**config.mk**
```make
export PLATFORM = sky130hd
export DESIGN_NAME = data_memory_interface
export DESIGN_NICKNAME = d
export VERILOG_FILES = /design/src/common/lsu_cfg.svh /design/src/common/lsu_pkg.sv /design/src/design/data_memory_interface.sv
export SDC_FILE = /design/constraint.sdc
export NUM_CORES = 1
export LEC_CHECK = 0
export BUFFER_PORTS_ARGS = -buffer_cell sky130_fd_sc_hd__buf_2
export CAP_MARGIN = 20
export CORE_AREA = 2 2 81 83
export DETAILED_ROUTE_END_ITERATION = 10
export DIE_AREA = 0 0 83 85
export PLACE_DENSITY_LB_ADDON = 0.08
export SLEW_MARGIN = 40
export SYNTH_ARGS = -nofsm -noshare
export SYNTH_HDL_FRONTEND = slang
export SYNTH_SLANG_ARGS = --single-unit
export TNS_END_PERCENT = 20
```
**constraint.sdc**
```tcl
create_clock -name clock -period 1.75 [get_ports clock]
set_clock_uncertainty 0.05 [all_clocks]
set_input_delay 0.2625 -clock clock [delete_from_list [all_inputs] [get_ports clock]]
set_output_delay 0.2625 -clock clock [all_outputs]
set_load 0.05 [all_outputs]
```
**src/common/lsu_cfg.svh**
```systemverilog
/*
 * Data memory configuration: RAM depth, acceptance wait-states and the
 * read latency of the bus slave.
 */
`ifndef LSU_CFG_SVH
`define LSU_CFG_SVH

// depth in 32-bit words. It must be a power of two.
`define LSU_RAM_WORDS 256

// cycles of wait_req before a new request is accepted.
`define LSU_WAIT_STATES 2

// cycles from acceptance to the valid pulse. It is at least 1.
`define LSU_READ_LATENCY 2

`endif

```
**src/common/lsu_pkg.sv**
```systemverilog
/*
 * Load/store unit types: the access format word and the request and
 * response structs shared by the core side, the bus master and the RAM.
 */
package lsu_pkg;

    // size codes of the format word.
    typedef enum logic [1:0] {
        SIZE_BYTE    = 2'd0,
        SIZE_HALF    = 2'd1,
        SIZE_WORD    = 2'd2,
        SIZE_ILLEGAL = 2'd3
    } access_size_t;

    // decoded view of funct3 for loads and stores.
    typedef struct packed {
        logic         is_unsigned;
        access_size_t size;
    } access_fields_t;

    // the core writes the raw code, the interface reads the fields.
    typedef union packed {
        logic [2:0]     code;
        access_fields_t fields;
    } access_format_t;

    // request as the core presents it, held until accepted.
    typedef struct packed {
        logic           read_enable;
        logic           write_enable;
        access_format_t format;
        logic [31:0]    address;
        logic [31:0]    write_data;
    } mem_request_t;

    // word-wide bus request with byte lanes already placed.
    typedef struct packed {
        logic [31:0] address;
        logic [31:0] write_data;
        logic [3:0]  byte_enable;
        logic        read_enable;
        logic        write_enable;
    } bus_request_t;

    // slave response. valid is a single-cycle pulse per accepted read.
    typedef struct packed {
        logic [31:0] read_data;
        logic        wait_req;
        logic        valid;
    } bus_response_t;

endpackage

```
**src/design/data_memory_interface.sv**
```systemverilog
/*
 * Data memory interface. Turns core loads and stores into byte-lane bus
 * requests and aligns and sign- or zero-extends the returned load data.
 */
`timescale 1ns/1ns

module data_memory_interface (
    input  logic                   clock,
    input  logic                   reset,
    input  lsu_pkg::mem_request_t  request,
    output logic [31:0]            read_data,
    output logic                   data_available,
    output logic                   request_successful,
    output lsu_pkg::bus_request_t  bus_request,
    input  lsu_pkg::bus_response_t bus_response
);

    logic [1:0]  byte_offset;
    logic [3:0]  byte_enable;
    logic [31:0] aligned_data;
    logic        sign_bit;
    logic        request_sent;
    logic        bus_read;
    logic        bus_write;

    assign byte_offset = request.address[1:0];

    // a read already in flight blocks the core's held enable until valid.
    assign bus_read  = request.read_enable && !request_sent;
    assign bus_write = request.write_enable && !request_sent;

    // lanes shifted past lane 3 fall off, so a crossing access is cut short.
    always_comb begin
        case (request.format.fields.size)
            lsu_pkg::SIZE_BYTE: byte_enable = 4'b0001 << byte_offset;
            lsu_pkg::SIZE_HALF: byte_enable = 4'b0011 << byte_offset;
            lsu_pkg::SIZE_WORD: byte_enable = 4'b1111 << byte_offset;
            default:            byte_enable = 4'b0000;
        endcase
    end

    always_comb begin
        bus_request.address      = request.address;
        bus_request.write_data   = request.write_data << {byte_offset, 3'b000};
        bus_request.byte_enable  = byte_enable;
        bus_request.read_enable  = bus_read;
        bus_request.write_enable = bus_write;
    end

    // bring the addressed byte or halfword down to bit 0.
    assign aligned_data = bus_response.read_data >> {byte_offset, 3'b000};

    always_comb begin
        sign_bit = 1'b0;
        case (request.format.fields.size)
            lsu_pkg::SIZE_BYTE: begin
                sign_bit  = !request.format.fields.is_unsigned && aligned_data[7];
                read_data = {{24{sign_bit}}, aligned_data[7:0]};
            end
            lsu_pkg::SIZE_HALF: begin
                sign_bit  = !request.format.fields.is_unsigned && aligned_data[15];
                read_data = {{16{sign_bit}}, aligned_data[15:0]};
            end
            lsu_pkg::SIZE_WORD: begin
                read_data = aligned_data;
            end
            default: begin
                read_data = 32'h0000_0000;
            end
        endcase
    end

    assign data_available     = bus_response.valid;
    assign request_successful = (bus_read || bus_write) && !bus_response.wait_req;

    // set when a read is accepted and cleared by its valid pulse.
    always_ff @(posedge clock) begin
        if (reset) begin
            request_sent <= 1'b0;
        end else if (bus_response.valid) begin
            request_sent <= 1'b0;
        end else if (bus_read && !bus_response.wait_req) begin
            request_sent <= 1'b1;
        end
    end

endmodule

```
==> results.md <==
- 1st-iter DRT viols: between 70 and 80
- First-pass GRT wire length: 11.10 mm
- Worst slew margin: 66.46%
- Utilization after layout: 55.05%
- Worst vdd ir: 247.8 uV
- Leakage power: 1.500 nW
- PD cells: 412.4 nW/um^2
- Largest net degree at the start of global routing: 29
- Die Y: 85 um
- DIE AREA: ~7000 um^2
- Reg2reg setup slack: 1110 ps
- Input/output buffers: between 100 and 150
- # hold bufs at CTS: 0
- Synthesized cell area: about 1800 um^2
- Clk pin slew, worst setup/hold paths: 0 ps
- Clk Latency, worst-skew pair: 0 ps
- Total grt overflow: 0
- Worst slew pin tran: 503.1 ps
- Worst r2r dst: request_sent
- Achievable Freq: 513.6 MHz
- Met2 usage: 33.36%
- Outcome: finished, violations left
- Share of layout cells above drive strength 1: 67.34%
- Library cells used by synthesis: 29
- Fill count: 589
- GRT Total Usage: about 18%
- Core Area: 6205 um^2
- Ys async rst share: 0%
- Worst Hold End: request_sent
- Hpwl dp: between 5 and 6 mm
- Hold Slack: 377.0 ps
- Vias in the first global route: between 2000 and 2500
- Drt via density: 4.839
- Setup crit start kind: input pin
- Avg Inst Size Synth: 6.708 um^2
- Gpl congestion: between 0.8 and 0.9
- GR Util met1: 23.51%
- EDFF count, synth: 0
- Crit path setup slack, layout: -197.0 ps
- Min-Delay Path Depth: 2
- Top cells by area, synth: buf_4, mux2i_1, a211oi_1, a21oi_1, nor2b_1
- Worst Path Class, Setup: input pin to primary output
- Seq/Total Area, Yosys: 1.135%
- Initial Util: around 28%
- Most frequent cell on the critical path: buf_12
- Yosys top cell area share: approximately 15%
- Global routing's busiest layer: met2
- Top Registers: request_sent: 1 flops
- Post-synth net total: 373
- RSZ-0062 raised after global routing: true
- Top reg by flops: request_sent
- Final worst-path cycle share: 111.3%
- Area grow syn2layout: 93.62%
- Initial antenna violation count: 0
- Pins Over Slew Limit: 0
- Min-delay src: reset
- Synthesized flop and latch total: 1
- Max-Cap Viols: 0
- Max FO, Critical Path: 8
- Width of the die: roughly 83 um
- CP delay by family, top: simple AND/OR/NAND/NOR gates
- Syn. warnings: 0
- Top_reg_cell synth: dfxtp_1
- WL final: a little under 7 mm
- Hold Fails Final Rpt: 0
- Min Tclk post-route: 1947 ps
- Critical path required time: 1440 ps
- DRT antenna net count: 0
- First-pass iteration count of the detailed router: 4
- Ant diodes: 0
- R2R Path Start: request_sent
- Slowest Stage Delay on Critical Path: 410 ps
- GR Layer Usage met3: ~3.1%
- Max reg flops: 1
- CP max stage cell: or3b_4
- Min-Delay Path Class: input pin to flop
- Post-synth top area cell: buf_4
- Fin nets: 507
- Setup violators final: 32
- Violated checks: negative setup slack
- Crit path cell chain: buf_12 -> inv_16 -> ha_4 -> or3b_4 -> nor2_4 -> a211oi_4 -> buf_12 -> a21oi_4 -> buf_6
- Reg2reg path depth: 2
- Post-DR wirelength/cell: approximately 15 um
- Crit end category: primary output
- Critical path arrival: 1630 ps
- Crit path buf inv count: 4
- DR vias: 2284
- Synth cell count leaders: buf_4, a21oi_1, a211oi_1, mux2i_1, nand2_1
- DRC Markers: 0
- Most repeated cell in the gate-level netlist after synthesis: buf_4
- Site row count: 29
- Syn Inst Count: between 200 and 300
- Overall Power: 0.001409 W
- Io pins: 209
==> routing by layer <==
metal	wire [um]	part of all wire [%]	up-vias
met5	0	0	-
met4	60	0.87	0
met3	520	7.6	10
met2	3426	50	104
met1	2875	42	1020
li1	-	-	1150
==> cell usage in the layout, fill, tap and decap left out, types with 4 or more instances in the layout <==
cell type  count
o2bb2ai_1      7
buf_12         8
and2_1         8
a211oi_1      15
clkbuf_4       6
a21oi_4       13
a21oi_1        9
buf_4         32
nand2_1       23
nor2_4         9
buf_2        105
nor2_1        10
mux2i_2        4
a211oi_4       9
o21ai_1        8
mux2_2         8
a21oi_2       12
buf_6         32
buf_8          7
mux2i_1       20
nor2b_1       20
==> per-stage QoR <==
stage,worst slack [ps],std cells,area (um^2),setup TNS [ps]
after global routing,-240.9,472,3416,-6159
after floorplan,-291.7,263,2206,-7285
after CTS,-198.2,471,3342,-4627
after global placement,-390.2,470,3017,-12900
after detailed placement,-399.0,470,3017,-13600
final,-197.0,472,3416,-4469
==> power breakdown <==
part / leakage [nW] / internal [W] / switching [W] / total, W
clock: 0 / 0 / 0 / 0
sequential: 0.00816 / 0.0000241 / 0.000000631 / 0.0000247
combinational: 1.49 / 0.000525 / 0.000859 / 0.00138
total: 1.50 / 0.000549 / 0.000860 / 0.00141
==> worst max-delay path by stage <==
stage | start | endpoint | slack [ps] | cells after the start
floorplan | request[32] | bus_request[33] | -290 | 5
global placement | request[65] | read_data[12] | -390 | 9
detailed placement | request[65] | read_data[12] | -400 | 9
CTS | request[65] | read_data[29] | -200 | 9
global route | request[65] | read_data[26] | -240 | 9
finish | request[65] | read_data[26] | -200 | 9
==> repair_timing <==
item,4_1_cts,5_1_grt
pin swaps,6,4
endpoints found under the setup margin,55,48
buffers inserted,1,1
gates resized for setup,90,21
==> final cells by class <==
cell class	instances	area [um^2]	area share (%)
multi-input combinational	201	1831	53.59
timing repair buffer	190	1436	42.05
tap	77	96.34	2.821
inverter	3	32.53	0.9524
sequential	1	20.02	0.5861
==> cells by family after synthesis <==
| family | Yosys count | synth area share, % |
|---|---|---|
| compound gates | 78 | 28.79 |
| fa+ha+maj | 5 | 3.546 |
| buf+inv | 61 | 22.06 |
| flops | 1 | 1.135 |
| mux | 34 | 20.28 |
| simple gates | 84 | 24.18 |
No activity file was read; power rests on OpenSTA's default activity.
